**src/cpu_cfg.svh**
```systemverilog
`ifndef CPU_CFG_SVH
`define CPU_CFG_SVH

// datapath and register file sizes
`define CPU_DATA_W        32
`define CPU_REG_SEL_W     4
`define CPU_NUM_REGS      16
`define CPU_IMM_W         16
`define CPU_OPCODE_W      4
`define CPU_GROUP_W       4
// shifts only look at the low bits of operand b
`define CPU_SHAMT_W       5

// program counter stepping and stall behaviour
`define CPU_INSTR_BYTES   4
`define CPU_STALL_CYCLES  3
`define CPU_STALL_CNT_W   2
`define CPU_RESET_PC      0

// group field, common to every instruction
`define CPU_F_GRP_LO      28
// three-register layout (groups 0, 2, 3)
`define CPU_F3_RA_LO      24
`define CPU_F3_RB_LO      20
`define CPU_F3_RC_LO      16
`define CPU_F3_OP_LO      0
// register-immediate layout (group 1)
`define CPU_F1_OP_LO      24
`define CPU_F1_RA_LO      20
`define CPU_F1_RB_LO      16
`define CPU_F1_IMM_LO     0

`endif

```
**src/cpu_pkg.sv**
```systemverilog
`default_nettype none

`include "cpu_cfg.svh"

package cpu_pkg;

	// alu operation select
	typedef enum logic [`CPU_OPCODE_W-1:0] {
		alu_add  = 4'd0,
		alu_sub  = 4'd1,
		alu_sltu = 4'd2,
		alu_slts = 4'd3,
		alu_and  = 4'd4,
		alu_orr  = 4'd5,
		alu_xor  = 4'd6,
		alu_lsl  = 4'd7,
		alu_lsr  = 4'd8,
		alu_asr  = 4'd9
	} alu_op_e;

	// group 0 maps straight onto the alu, 10 and up are bad
	typedef enum logic [`CPU_OPCODE_W-1:0] {
		g0_add  = 4'd0,
		g0_sub  = 4'd1,
		g0_sltu = 4'd2,
		g0_slts = 4'd3,
		g0_and  = 4'd4,
		g0_orr  = 4'd5,
		g0_xor  = 4'd6,
		g0_lsl  = 4'd7,
		g0_lsr  = 4'd8,
		g0_asr  = 4'd9
	} grp0_op_e;

	// group 1, register and immediate
	typedef enum logic [`CPU_OPCODE_W-1:0] {
		g1_addi  = 4'd0,
		g1_subi  = 4'd1,
		g1_sltui = 4'd2,
		g1_sltsi = 4'd3,
		g1_andi  = 4'd4,
		g1_orri  = 4'd5,
		g1_xori  = 4'd6,
		g1_lsli  = 4'd7,
		g1_lsri  = 4'd8,
		g1_asri  = 4'd9,
		g1_addsi = 4'd10,
		g1_cpyhi = 4'd11,
		g1_bne   = 4'd12,
		g1_beq   = 4'd13
	} grp1_op_e;

	// group 2, jumps through rC
	typedef enum logic [`CPU_OPCODE_W-1:0] {
		g2_jne = 4'd0,
		g2_jeq = 4'd1
	} grp2_op_e;

	// group 3, memory
	typedef enum logic [`CPU_OPCODE_W-1:0] {
		g3_st32 = 4'd0
	} grp3_op_e;

	typedef enum logic [`CPU_GROUP_W-1:0] {
		grp_alu  = 4'd0,
		grp_imm  = 4'd1,
		grp_jump = 4'd2,
		grp_mem  = 4'd3
	} instr_group_e;

	typedef enum logic {
		st_init,
		st_mem_access
	} stall_state_e;

endpackage

`default_nettype wire

```
**src/instr_decoder.sv**
```systemverilog
`default_nettype none
`timescale 1ns/1ps

`include "cpu_cfg.svh"

module instr_decoder
(
	input  logic [`CPU_DATA_W-1:0]    instr,
	output cpu_pkg::instr_group_e     group,
	output logic [`CPU_OPCODE_W-1:0]  opcode,
	output logic [`CPU_REG_SEL_W-1:0] ra_idx,
	output logic [`CPU_REG_SEL_W-1:0] rb_idx,
	output logic [`CPU_REG_SEL_W-1:0] rc_idx,
	output logic [`CPU_IMM_W-1:0]     imm,
	output logic                      causes_stall
);
	import cpu_pkg::*;

	always_comb
	begin
		group = instr_group_e'(instr[`CPU_F_GRP_LO +: `CPU_GROUP_W]);

		if (group == grp_imm)
		begin
			// opcode sits high, registers shift down by one field
			opcode = instr[`CPU_F1_OP_LO +: `CPU_OPCODE_W];
			ra_idx = instr[`CPU_F1_RA_LO +: `CPU_REG_SEL_W];
			rb_idx = instr[`CPU_F1_RB_LO +: `CPU_REG_SEL_W];
			rc_idx = '0;
			imm    = instr[`CPU_F1_IMM_LO +: `CPU_IMM_W];
		end
		else
		begin
			// three registers, opcode in the low nibble
			opcode = instr[`CPU_F3_OP_LO +: `CPU_OPCODE_W];
			ra_idx = instr[`CPU_F3_RA_LO +: `CPU_REG_SEL_W];
			rb_idx = instr[`CPU_F3_RB_LO +: `CPU_REG_SEL_W];
			rc_idx = instr[`CPU_F3_RC_LO +: `CPU_REG_SEL_W];
			imm    = '0;
		end

		// control flow and memory wait for the later stages
		case (group)
			grp_imm:  causes_stall = (opcode == g1_bne) || (opcode == g1_beq);
			grp_jump: causes_stall = 1'b1;
			grp_mem:  causes_stall = 1'b1;
			default:  causes_stall = 1'b0;
		endcase
	end

endmodule

`default_nettype wire

```
**src/register_file.sv**
```systemverilog
`default_nettype none
`timescale 1ns/1ps

`include "cpu_cfg.svh"

module register_file
(
	input  logic                      clk,
	input  logic                      rst_n,
	input  logic [`CPU_REG_SEL_W-1:0] rd_sel_a,
	input  logic [`CPU_REG_SEL_W-1:0] rd_sel_b,
	input  logic [`CPU_REG_SEL_W-1:0] rd_sel_c,
	input  logic                      wr_en,
	input  logic [`CPU_REG_SEL_W-1:0] wr_sel,
	input  logic [`CPU_DATA_W-1:0]    wr_data,
	output logic [`CPU_DATA_W-1:0]    rd_data_a,
	output logic [`CPU_DATA_W-1:0]    rd_data_b,
	output logic [`CPU_DATA_W-1:0]    rd_data_c
);

	logic [`CPU_DATA_W-1:0] regs [`CPU_NUM_REGS];

	// single write port, r0 is never stored
	always_ff @(posedge clk or negedge rst_n)
	begin
		if (!rst_n)
		begin
			for (int i = 0; i < `CPU_NUM_REGS; i++)
				regs[i] <= '0;
		end
		else if (wr_en && (wr_sel != '0))
		begin
			regs[wr_sel] <= wr_data;
		end
	end

	// combinational reads, r0 forced to zero
	assign rd_data_a = (rd_sel_a == '0) ? '0 : regs[rd_sel_a];
	assign rd_data_b = (rd_sel_b == '0) ? '0 : regs[rd_sel_b];
	assign rd_data_c = (rd_sel_c == '0) ? '0 : regs[rd_sel_c];

endmodule

`default_nettype wire

```
**src/alu.sv**
```systemverilog
`default_nettype none
`timescale 1ns/1ps

`include "cpu_cfg.svh"

module alu
(
	input  logic [`CPU_DATA_W-1:0] a,
	input  logic [`CPU_DATA_W-1:0] b,
	input  cpu_pkg::alu_op_e       op,
	output logic [`CPU_DATA_W-1:0] result
);
	import cpu_pkg::*;

	logic [`CPU_SHAMT_W-1:0] shamt;

	// shift distance from the low bits of b only
	assign shamt = b[`CPU_SHAMT_W-1:0];

	always_comb
	begin
		case (op)
			alu_add:  result = a + b;
			alu_sub:  result = a - b;
			// compares give 0 or 1 in bit 0
			alu_sltu: result = `CPU_DATA_W'(a < b);
			alu_slts: result = `CPU_DATA_W'($signed(a) < $signed(b));
			alu_and:  result = a & b;
			alu_orr:  result = a | b;
			alu_xor:  result = a ^ b;
			alu_lsl:  result = a << shamt;
			alu_lsr:  result = a >> shamt;
			// arithmetic shift keeps the sign bit
			alu_asr:  result = $signed(a) >>> shamt;
			default:  result = '0;
		endcase
	end

endmodule

`default_nettype wire

```
**src/decode_stage.sv**
```systemverilog
`default_nettype none
`timescale 1ns/1ps

`include "cpu_cfg.svh"

module decode_stage
(
	input  logic                      clk,
	input  logic                      rst_n,
	input  cpu_pkg::instr_group_e     group,
	input  logic [`CPU_OPCODE_W-1:0]  opcode,
	input  logic [`CPU_REG_SEL_W-1:0] ra_idx,
	input  logic [`CPU_REG_SEL_W-1:0] rb_idx,
	input  logic [`CPU_REG_SEL_W-1:0] rc_idx,
	input  logic [`CPU_IMM_W-1:0]     imm,
	input  logic                      causes_stall,
	input  logic [`CPU_DATA_W-1:0]    next_pc,
	input  logic [`CPU_DATA_W-1:0]    alu_result,
	input  logic [`CPU_DATA_W-1:0]    rd_data_a,
	output logic [`CPU_DATA_W-1:0]    mem_addr,
	output logic [`CPU_DATA_W-1:0]    mem_wdata,
	output logic                      mem_write,
	output logic [`CPU_REG_SEL_W-1:0] rd_sel_a,
	output logic [`CPU_REG_SEL_W-1:0] rd_sel_b,
	output logic [`CPU_REG_SEL_W-1:0] rd_sel_c,
	output logic                      ex_valid,
	output cpu_pkg::instr_group_e     ex_group,
	output logic [`CPU_OPCODE_W-1:0]  ex_opcode,
	output logic [`CPU_REG_SEL_W-1:0] ex_ra_idx,
	output logic [`CPU_IMM_W-1:0]     ex_imm,
	output logic [`CPU_DATA_W-1:0]    ex_pc
);
	import cpu_pkg::*;

	logic [`CPU_DATA_W-1:0]      pc;
	logic [`CPU_DATA_W-1:0]      seq_pc;
	logic [`CPU_STALL_CNT_W-1:0] stall_cnt;
	stall_state_e                stall_state;
	logic                        stalled;
	logic                        store_issue;

	assign seq_pc  = pc + `CPU_DATA_W'(`CPU_INSTR_BYTES);
	assign stalled = (stall_cnt != '0);
	// first stall cycle of a store, execute has rB + rC on the alu now
	assign store_issue = stalled && (stall_state == st_mem_access) &&
		(stall_cnt == `CPU_STALL_CNT_W'(`CPU_STALL_CYCLES));

	// pc, stall counter and the fetch or store address
	always_ff @(posedge clk or negedge rst_n)
	begin
		if (!rst_n)
		begin
			// count of 1 makes the first cycle load pc from next_pc
			pc          <= `CPU_DATA_W'(`CPU_RESET_PC);
			mem_addr    <= `CPU_DATA_W'(`CPU_RESET_PC);
			mem_write   <= 1'b0;
			stall_cnt   <= `CPU_STALL_CNT_W'(1);
			stall_state <= st_init;
			ex_valid    <= 1'b0;
		end
		else if (stalled)
		begin
			stall_cnt <= stall_cnt - 1'b1;
			// bubbles while stalled
			ex_valid  <= 1'b0;
			mem_write <= store_issue;
			if (stall_cnt == `CPU_STALL_CNT_W'(1))
			begin
				// last stall cycle, resume at the resolved target
				pc       <= next_pc;
				mem_addr <= next_pc;
			end
			else if (store_issue)
			begin
				mem_addr <= alu_result;
			end
		end
		else
		begin
			ex_valid  <= 1'b1;
			mem_write <= 1'b0;
			if (causes_stall)
			begin
				stall_cnt <= `CPU_STALL_CNT_W'(`CPU_STALL_CYCLES);
				// only st32 touches memory, other group 3 codes just wait
				if ((group == grp_mem) && (opcode == g3_st32))
					stall_state <= st_mem_access;
				else
					stall_state <= st_init;
			end
			else
			begin
				pc       <= seq_pc;
				mem_addr <= seq_pc;
			end
		end
	end

	// decode to execute register and register read selects
	always_ff @(posedge clk)
	begin
		if (!stalled)
		begin
			rd_sel_a  <= ra_idx;
			rd_sel_b  <= rb_idx;
			rd_sel_c  <= rc_idx;
			ex_group  <= group;
			ex_opcode <= opcode;
			ex_ra_idx <= ra_idx;
			ex_imm    <= imm;
			ex_pc     <= pc;
		end
		// store data is rA, read during execute
		if (store_issue)
			mem_wdata <= rd_data_a;
	end

endmodule

`default_nettype wire

```
**src/execute_stage.sv**
```systemverilog
`default_nettype none
`timescale 1ns/1ps

`include "cpu_cfg.svh"

module execute_stage
(
	input  logic                      clk,
	input  logic                      rst_n,
	input  logic                      ex_valid,
	input  cpu_pkg::instr_group_e     ex_group,
	input  logic [`CPU_OPCODE_W-1:0]  ex_opcode,
	input  logic [`CPU_REG_SEL_W-1:0] ex_ra_idx,
	input  logic [`CPU_IMM_W-1:0]     ex_imm,
	input  logic [`CPU_DATA_W-1:0]    ex_pc,
	input  logic [`CPU_DATA_W-1:0]    rd_data_a,
	input  logic [`CPU_DATA_W-1:0]    rd_data_b,
	input  logic [`CPU_DATA_W-1:0]    rd_data_c,
	input  logic [`CPU_DATA_W-1:0]    alu_result,
	output logic [`CPU_DATA_W-1:0]    alu_a,
	output logic [`CPU_DATA_W-1:0]    alu_b,
	output cpu_pkg::alu_op_e          alu_op,
	output logic [`CPU_DATA_W-1:0]    next_pc,
	output logic                      wb_valid,
	output cpu_pkg::instr_group_e     wb_group,
	output logic [`CPU_OPCODE_W-1:0]  wb_opcode,
	output logic [`CPU_REG_SEL_W-1:0] wb_ra_idx,
	output logic [`CPU_DATA_W-1:0]    wb_result
);
	import cpu_pkg::*;

	logic [`CPU_DATA_W-1:0] pc_plus4;
	logic [`CPU_DATA_W-1:0] simm;
	logic [`CPU_DATA_W-1:0] zimm;
	logic [`CPU_DATA_W-1:0] target;
	logic                   taken;

	assign pc_plus4 = ex_pc + `CPU_DATA_W'(`CPU_INSTR_BYTES);
	assign simm = {{(`CPU_DATA_W - `CPU_IMM_W){ex_imm[`CPU_IMM_W-1]}}, ex_imm};
	assign zimm = {{(`CPU_DATA_W - `CPU_IMM_W){1'b0}}, ex_imm};

	// operand selection, unused cases leave the alu adding zeros
	always_comb
	begin
		alu_a  = '0;
		alu_b  = '0;
		alu_op = alu_add;
		case (ex_group)
			grp_alu:
			begin
				alu_a  = rd_data_b;
				alu_b  = rd_data_c;
				alu_op = alu_op_e'(ex_opcode);
			end
			grp_imm:
			begin
				case (ex_opcode)
					g1_addi, g1_subi, g1_sltui, g1_andi, g1_orri,
					g1_xori, g1_lsli, g1_lsri, g1_asri:
					begin
						alu_a  = rd_data_b;
						alu_b  = zimm;
						alu_op = alu_op_e'(ex_opcode);
					end
					g1_sltsi:
					begin
						alu_a  = rd_data_b;
						alu_b  = simm;
						alu_op = alu_slts;
					end
					// pc relative value
					g1_addsi:
					begin
						alu_a = ex_pc;
						alu_b = simm;
					end
					// branch target, relative to the following instruction
					g1_bne, g1_beq:
					begin
						alu_a = pc_plus4;
						alu_b = simm;
					end
					default:
					begin
					end
				endcase
			end
			// store address rB + rC
			grp_mem:
			begin
				alu_a = rd_data_b;
				alu_b = rd_data_c;
			end
			default:
			begin
			end
		endcase
	end

	// branch and jump resolution, rA against rB
	always_comb
	begin
		taken  = 1'b0;
		target = alu_result;
		if (ex_group == grp_imm)
		begin
			if (ex_opcode == g1_bne)
				taken = (rd_data_a != rd_data_b);
			else if (ex_opcode == g1_beq)
				taken = (rd_data_a == rd_data_b);
		end
		else if (ex_group == grp_jump)
		begin
			target = rd_data_c;
			if (ex_opcode == g2_jne)
				taken = (rd_data_a != rd_data_b);
			else if (ex_opcode == g2_jeq)
				taken = (rd_data_a == rd_data_b);
		end
	end

	// held through the bubbles until decode picks it up
	always_ff @(posedge clk or negedge rst_n)
	begin
		if (!rst_n)
			next_pc <= `CPU_DATA_W'(`CPU_RESET_PC);
		else if (ex_valid)
			next_pc <= taken ? target : pc_plus4;
	end

	// cpyhi keeps the low half of rA
	assign wb_result = ((ex_group == grp_imm) && (ex_opcode == g1_cpyhi)) ?
		{ex_imm, rd_data_a[`CPU_IMM_W-1:0]} : alu_result;

	assign wb_valid  = ex_valid;
	assign wb_group  = ex_group;
	assign wb_opcode = ex_opcode;
	assign wb_ra_idx = ex_ra_idx;

endmodule

`default_nettype wire

```
**src/write_back_stage.sv**
```systemverilog
`default_nettype none
`timescale 1ns/1ps

`include "cpu_cfg.svh"

module write_back_stage
(
	input  logic                      clk,
	input  logic                      rst_n,
	input  logic                      wb_valid,
	input  cpu_pkg::instr_group_e     wb_group,
	input  logic [`CPU_OPCODE_W-1:0]  wb_opcode,
	input  logic [`CPU_REG_SEL_W-1:0] wb_ra_idx,
	input  logic [`CPU_DATA_W-1:0]    wb_result,
	output logic                      reg_wr_en,
	output logic [`CPU_REG_SEL_W-1:0] reg_wr_sel,
	output logic [`CPU_DATA_W-1:0]    reg_wr_data
);
	import cpu_pkg::*;

	logic writes_ra;

	// only alu and immediate results land in rA
	always_comb
	begin
		case (wb_group)
			grp_alu: writes_ra = (wb_opcode <= g0_asr);
			grp_imm: writes_ra = (wb_opcode <= g1_cpyhi);
			default: writes_ra = 1'b0;
		endcase
	end

	always_ff @(posedge clk or negedge rst_n)
	begin
		if (!rst_n)
			reg_wr_en <= 1'b0;
		else
			reg_wr_en <= wb_valid && writes_ra;
	end

	// write port payload
	always_ff @(posedge clk)
	begin
		if (wb_valid)
		begin
			reg_wr_sel  <= wb_ra_idx;
			reg_wr_data <= wb_result;
		end
	end

endmodule

`default_nettype wire

```
**src/cpu_top.sv**
```systemverilog
`default_nettype none
`timescale 1ns/1ps

`include "cpu_cfg.svh"

module cpu_top
(
	input  logic                   clk,
	input  logic                   rst_n,
	input  logic [`CPU_DATA_W-1:0] instr,
	output logic [`CPU_DATA_W-1:0] mem_addr,
	output logic [`CPU_DATA_W-1:0] mem_wdata,
	output logic                   mem_write
);
	import cpu_pkg::*;

	// decoder outputs
	instr_group_e              group;
	logic [`CPU_OPCODE_W-1:0]  opcode;
	logic [`CPU_REG_SEL_W-1:0] ra_idx;
	logic [`CPU_REG_SEL_W-1:0] rb_idx;
	logic [`CPU_REG_SEL_W-1:0] rc_idx;
	logic [`CPU_IMM_W-1:0]     imm;
	logic                      causes_stall;

	// register file ports
	logic [`CPU_REG_SEL_W-1:0] rd_sel_a;
	logic [`CPU_REG_SEL_W-1:0] rd_sel_b;
	logic [`CPU_REG_SEL_W-1:0] rd_sel_c;
	logic [`CPU_DATA_W-1:0]    rd_data_a;
	logic [`CPU_DATA_W-1:0]    rd_data_b;
	logic [`CPU_DATA_W-1:0]    rd_data_c;
	logic                      reg_wr_en;
	logic [`CPU_REG_SEL_W-1:0] reg_wr_sel;
	logic [`CPU_DATA_W-1:0]    reg_wr_data;

	// alu
	logic [`CPU_DATA_W-1:0]    alu_a;
	logic [`CPU_DATA_W-1:0]    alu_b;
	alu_op_e                   alu_op;
	logic [`CPU_DATA_W-1:0]    alu_result;

	// decode to execute
	logic                      ex_valid;
	instr_group_e              ex_group;
	logic [`CPU_OPCODE_W-1:0]  ex_opcode;
	logic [`CPU_REG_SEL_W-1:0] ex_ra_idx;
	logic [`CPU_IMM_W-1:0]     ex_imm;
	logic [`CPU_DATA_W-1:0]    ex_pc;
	logic [`CPU_DATA_W-1:0]    next_pc;

	// execute to write back
	logic                      wb_valid;
	instr_group_e              wb_group;
	logic [`CPU_OPCODE_W-1:0]  wb_opcode;
	logic [`CPU_REG_SEL_W-1:0] wb_ra_idx;
	logic [`CPU_DATA_W-1:0]    wb_result;

	instr_decoder u_decoder (.instr(instr), .group(group), .opcode(opcode),
		.ra_idx(ra_idx), .rb_idx(rb_idx), .rc_idx(rc_idx), .imm(imm),
		.causes_stall(causes_stall));

	register_file u_regs (.clk(clk), .rst_n(rst_n), .rd_sel_a(rd_sel_a),
		.rd_sel_b(rd_sel_b), .rd_sel_c(rd_sel_c), .wr_en(reg_wr_en),
		.wr_sel(reg_wr_sel), .wr_data(reg_wr_data), .rd_data_a(rd_data_a),
		.rd_data_b(rd_data_b), .rd_data_c(rd_data_c));

	alu u_alu (.a(alu_a), .b(alu_b), .op(alu_op), .result(alu_result));

	decode_stage u_decode (.clk(clk), .rst_n(rst_n), .group(group),
		.opcode(opcode), .ra_idx(ra_idx), .rb_idx(rb_idx), .rc_idx(rc_idx),
		.imm(imm), .causes_stall(causes_stall), .next_pc(next_pc),
		.alu_result(alu_result), .rd_data_a(rd_data_a), .mem_addr(mem_addr),
		.mem_wdata(mem_wdata), .mem_write(mem_write), .rd_sel_a(rd_sel_a),
		.rd_sel_b(rd_sel_b), .rd_sel_c(rd_sel_c), .ex_valid(ex_valid),
		.ex_group(ex_group), .ex_opcode(ex_opcode), .ex_ra_idx(ex_ra_idx),
		.ex_imm(ex_imm), .ex_pc(ex_pc));

	execute_stage u_execute (.clk(clk), .rst_n(rst_n), .ex_valid(ex_valid),
		.ex_group(ex_group), .ex_opcode(ex_opcode), .ex_ra_idx(ex_ra_idx),
		.ex_imm(ex_imm), .ex_pc(ex_pc), .rd_data_a(rd_data_a),
		.rd_data_b(rd_data_b), .rd_data_c(rd_data_c), .alu_result(alu_result),
		.alu_a(alu_a), .alu_b(alu_b), .alu_op(alu_op), .next_pc(next_pc),
		.wb_valid(wb_valid), .wb_group(wb_group), .wb_opcode(wb_opcode),
		.wb_ra_idx(wb_ra_idx), .wb_result(wb_result));

	write_back_stage u_write_back (.clk(clk), .rst_n(rst_n),
		.wb_valid(wb_valid), .wb_group(wb_group), .wb_opcode(wb_opcode),
		.wb_ra_idx(wb_ra_idx), .wb_result(wb_result), .reg_wr_en(reg_wr_en),
		.reg_wr_sel(reg_wr_sel), .reg_wr_data(reg_wr_data));

endmodule

`default_nettype wire

```
**config.mk**
```make
export PLATFORM = sky130hd
export DESIGN_NAME = cpu_top
export DESIGN_NICKNAME = d
export VERILOG_FILES = /design/src/cpu_pkg.sv /design/src/instr_decoder.sv /design/src/register_file.sv /design/src/alu.sv /design/src/decode_stage.sv /design/src/execute_stage.sv /design/src/write_back_stage.sv /design/src/cpu_top.sv
export VERILOG_INCLUDE_DIRS = /design/src
export SDC_FILE = /design/constraint.sdc
export NUM_CORES = 2
export LEC_CHECK = 0
export BUFFER_PORTS_ARGS = -buffer_cell sky130_fd_sc_hd__buf_2
export CORE_ASPECT_RATIO = 1.4
export CORE_MARGIN = 2
export CORE_UTILIZATION = 35
export DETAILED_ROUTE_END_ITERATION = 6
export SLEW_MARGIN = 5
export SYNTH_ARGS = -nofsm -noshare
export SYNTH_HDL_FRONTEND = slang
export SYNTH_SLANG_ARGS = --single-unit
export TNS_END_PERCENT = 30
```
**constraint.sdc**
```tcl
create_clock -name clk -period 6.4 [get_ports clk]
set_input_delay 0.64 -clock clk [delete_from_list [all_inputs] [get_ports clk]]
set_output_delay 0.64 -clock clk [all_outputs]
set_load 0.01 [all_outputs]
```
==> flow_metrics.tcl <==
set metrics [dict create \
    status "finished clean" \
    ys_types 136 \
    grt_pass1_wl_um 380600 \
    initial_core_util 0.3516 \
    cts_tree "done" \
    clockRootBuffer "clkbuf_16" \
    critPathSlowestCell "o32a_1" \
    wirelength_um 275000 \
    synth_compound_area_frac 0.1501 \
    crit_path_start_kind "flop" \
    fp.dieH_um 470.8 \
    endpoint_kind "flop" \
    stdcell_area_sq_um 62720 \
    ys_seq_area_frac 0.3571 \
    whs_ps 143.1 \
    postSynthNetCount 4987 \
    antenna_found_initial 24 \
    routedWlPerCell_um 38.12 \
    crit_chain "buf_4 -> clkbuf_16 -> mux4_2 -> mux2_2 -> nor2_1 -> o32a_1 -> inv_1 -> ha_1 -> a2111o_1 -> o2111ai_1 -> buf_4 -> nand2_1 -> a221oi_1 -> nor2_1 -> a211oi_1 -> buf_4 -> o311ai_0 -> or3_1 -> a21o_1 -> a31o_1" \
    die_area_sq_um 158800 \
    top_usage_layer "met2" \
    use_met3 0.09135 \
    clk_pin_slew_ps 70 \
    synth_seq_cells 750 \
    min_period_ps 6304 \
    synth_commonest_cells "dfrtp_1, mux2_2, mux4_2" \
    grt_overflow 0 \
    synth_top_family_by_area "multiplexers" \
    max_cap_viol_count 0 \
    syn_avg_cell_area_sq_um 11.24 \
    fin_crit_sh 0.9850 \
    drcViolationCount 0 \
    core.rowCount 171 \
    p_leak_uw 0.02649 \
    placed_area_sq_um 59490 \
    setup_viol 0 \
    hp-class "in2reg" \
    tightest_slew_ps 1327 \
    gr-usage-met2 0.5380 \
    worstPathArrival_ps 6990 \
    syn_inst 4847 \
    cts_max_path_buffers 3 \
    dp_hpwl_um 201400 \
    worstPathRequired_ps 7080 \
    synth.most_common_cell "dfrtp_1" \
    numCtsBuffers 80 \
    synth_fa_ha_area_frac 0.02463 \
    muxShareOfSynthArea 0.3010 \
    drt_pass1_iterations 6 \
    synth-async-reset-ratio 0.8187 \
    final_nets 5195 \
    portBuffers 98 \
    grt_pass1_vias 47932 \
    grt_max_degree 177 \
    dp_worst_setup_slack_ps -926.1 \
    r2r_end "u_execute.next_pc[9]" \
    synth_top_area_share 0.2816 \
    drive_gt1_frac 0.3524 \
    vias 48065 \
    synthSimpleGateAreaFrac 0.1017 \
    cp_common_cell "buf_4" \
    startpoint "u_decode.rd_sel_b[0]" \
    reg2reg_depth 20 \
    yosys.area.top_type "dfrtp_1" \
    max_freq_mhz 158.6 \
    core_sq_um 154900 \
    layout_setup_ws_ps 96.24 \
    gp_congestion 1.101 \
    drtAntennaViolNets 0 \
    reg2reg_setup_slack_ps 100 \
    hold_depth 2 \
    synth_area_leaders "dfrtp_1, mux4_2, mux2_2" \
    worstPathMaxFanout 11 \
    pin_count 99 \
    synth-xor-area-share 0.01656 \
    clock_sinks 750 \
    synth_area_sq_um 54460 \
    die_x_um 337.4 \
    slowest_delay_ps 640 \
    area_growth_pct 15.15 \
    grt_use_met1 0.3764 \
    cp-endpoint "u_execute.next_pc[9]" \
    htree_num_levels 3 \
    insertion_delay_ps 790 \
    grtUsageTotal 0.3422 \
    power.density_nw_per_um2 381.2 \
    critPathKind "reg2reg" \
    irDropWorstVdd_mv 0.2610 \
    r2r-start "u_decode.rd_sel_b[0]" \
    worst_slew_margin_rel 0.1057 \
    via_per_inst 6.662 \
    skew_ps 75.21 \
    nFillCells 14981 \
    slew_viol_final 0 \
    synth_warnings 0 \
    min-delay-start "instr[3]" \
    drtIter0Drc 6379 \
    ys.flop_type "dfrtp_1" \
    final_util 0.4049 \
    hold_violations 0 \
    synth_edf_count 136 \
]
==> how the worst min path moves through the flow <==
stage | endpoint | slack, ps
after floorplan | u_decode.ex_valid | 340
after global placement | u_regs.regs[496] | 360
after detailed placement | u_regs.regs[496] | 360
after CTS | u_decode.ex_group[0] | 110
after global routing | u_decode.ex_group[0] | 140
final | u_decode.ex_imm[3] | 140
==> logic make-up after synthesis <==
logic type | Yosys count
adders and majority gates | 106
muxes | 1048
buffers and inverters | 578
DFF | 750
xor gates and xnor gates | 103
AOI/OAI and AO/OA | 1138
and+or+nand+nor | 1124
==> metrics by stage <==
step	total power [uW]	setup TNS, ps	std cells
6_report	23910	0	7215
5_1_grt	24580	-9.382	7203
4_1_cts	23430	0	7189
3_5_place_dp	18250	-11780	7036
3_3_place_gp	18180	-13380	7035
2_1_floorplan	13370	0	4847
==> where the power goes <==
| part | internal (uW) | switching, uW | leakage (uW) |
|---|---|---|---|
| clock network | 2840 | 2260 | 0.00137 |
| logic | 4310 | 6740 | 0.0155 |
| registers | 6040 | 1720 | 0.00962 |
| total | 13200 | 10700 | 0.0265 |
==> state kept, by name, summed over array words and instances (netlist names), 16 cells and up <==
register,count
u_decode.ex_imm,16
u_decode.ex_pc,32
u_decode.mem_addr,32
u_decode.mem_wdata,32
u_decode.pc,32
u_execute.next_pc,32
u_regs.regs,512
u_write_back.reg_wr_data,32
==> metal layers <==
layer,wire length (um),vias up,share of wire
met5,126,-,0.00046
met4,31640,16,0.12
met3,24610,1040,0.089
met2,125600,2978,0.46
met1,93040,24742,0.34
li1,-,19289,-
==> placed cells by master (no fill, tap or decap), types with 31 or more instances in the layout <==
cell and instances:
mux4_2 403, mux2i_1 108, a31oi_1 48, xor2_1 31
o211ai_1 59, a211oi_1 66, a22oi_1 52, o21ai_0 163
o31ai_1 35, a21o_1 34, edfxtp_1 136, buf_4 442
ha_1 101, and3_1 32, nand4_1 34, o21a_1 33
nor3_1 83, xnor2_1 72, clkbuf_16 85, nand3_1 111
mux2_2 521, a21oi_1 183, and2_1 56, nand2_1 306
nand2b_1 35, o22ai_1 83, nor2_1 250, inv_1 118
buf_2 97, dfrtp_1 612, or3_1 32
==> area by class of cell <==
type	instances	area, sq um	area share
multi-input cells	3519	32800	0.5229
flip-flops and latches	750	19450	0.3102
repair buffers	577	4557	0.07266
well taps	2076	2597	0.04142
clock buffers	102	2207	0.03519
clock inverters	47	579.3	0.009237
inverters	127	484.2	0.007721
diodes	17	42.54	0.0006783
==> what timing repair did <==
item,4_1_cts,5_1_grt
setup buffers,2,8
hold buffers,1,0
pin swaps,1,4
cloned,1,2
endpoints found under the hold margin,56,0
resized for setup,15,40
setup endpoints to repair,47,49
==> critical path: cells and delay by family (launching register included) <==
kind,cells,cell delay [ps]
AO/OA/AOI/OAI,8,2820
buffers and inverters,5,930
AND/OR/NAND/NOR,4,770
adder cells (fa/ha/maj),1,390
flip-flops,1,470
multiplexers,2,820
Note: power is estimated with default switching activity, not from simulation.
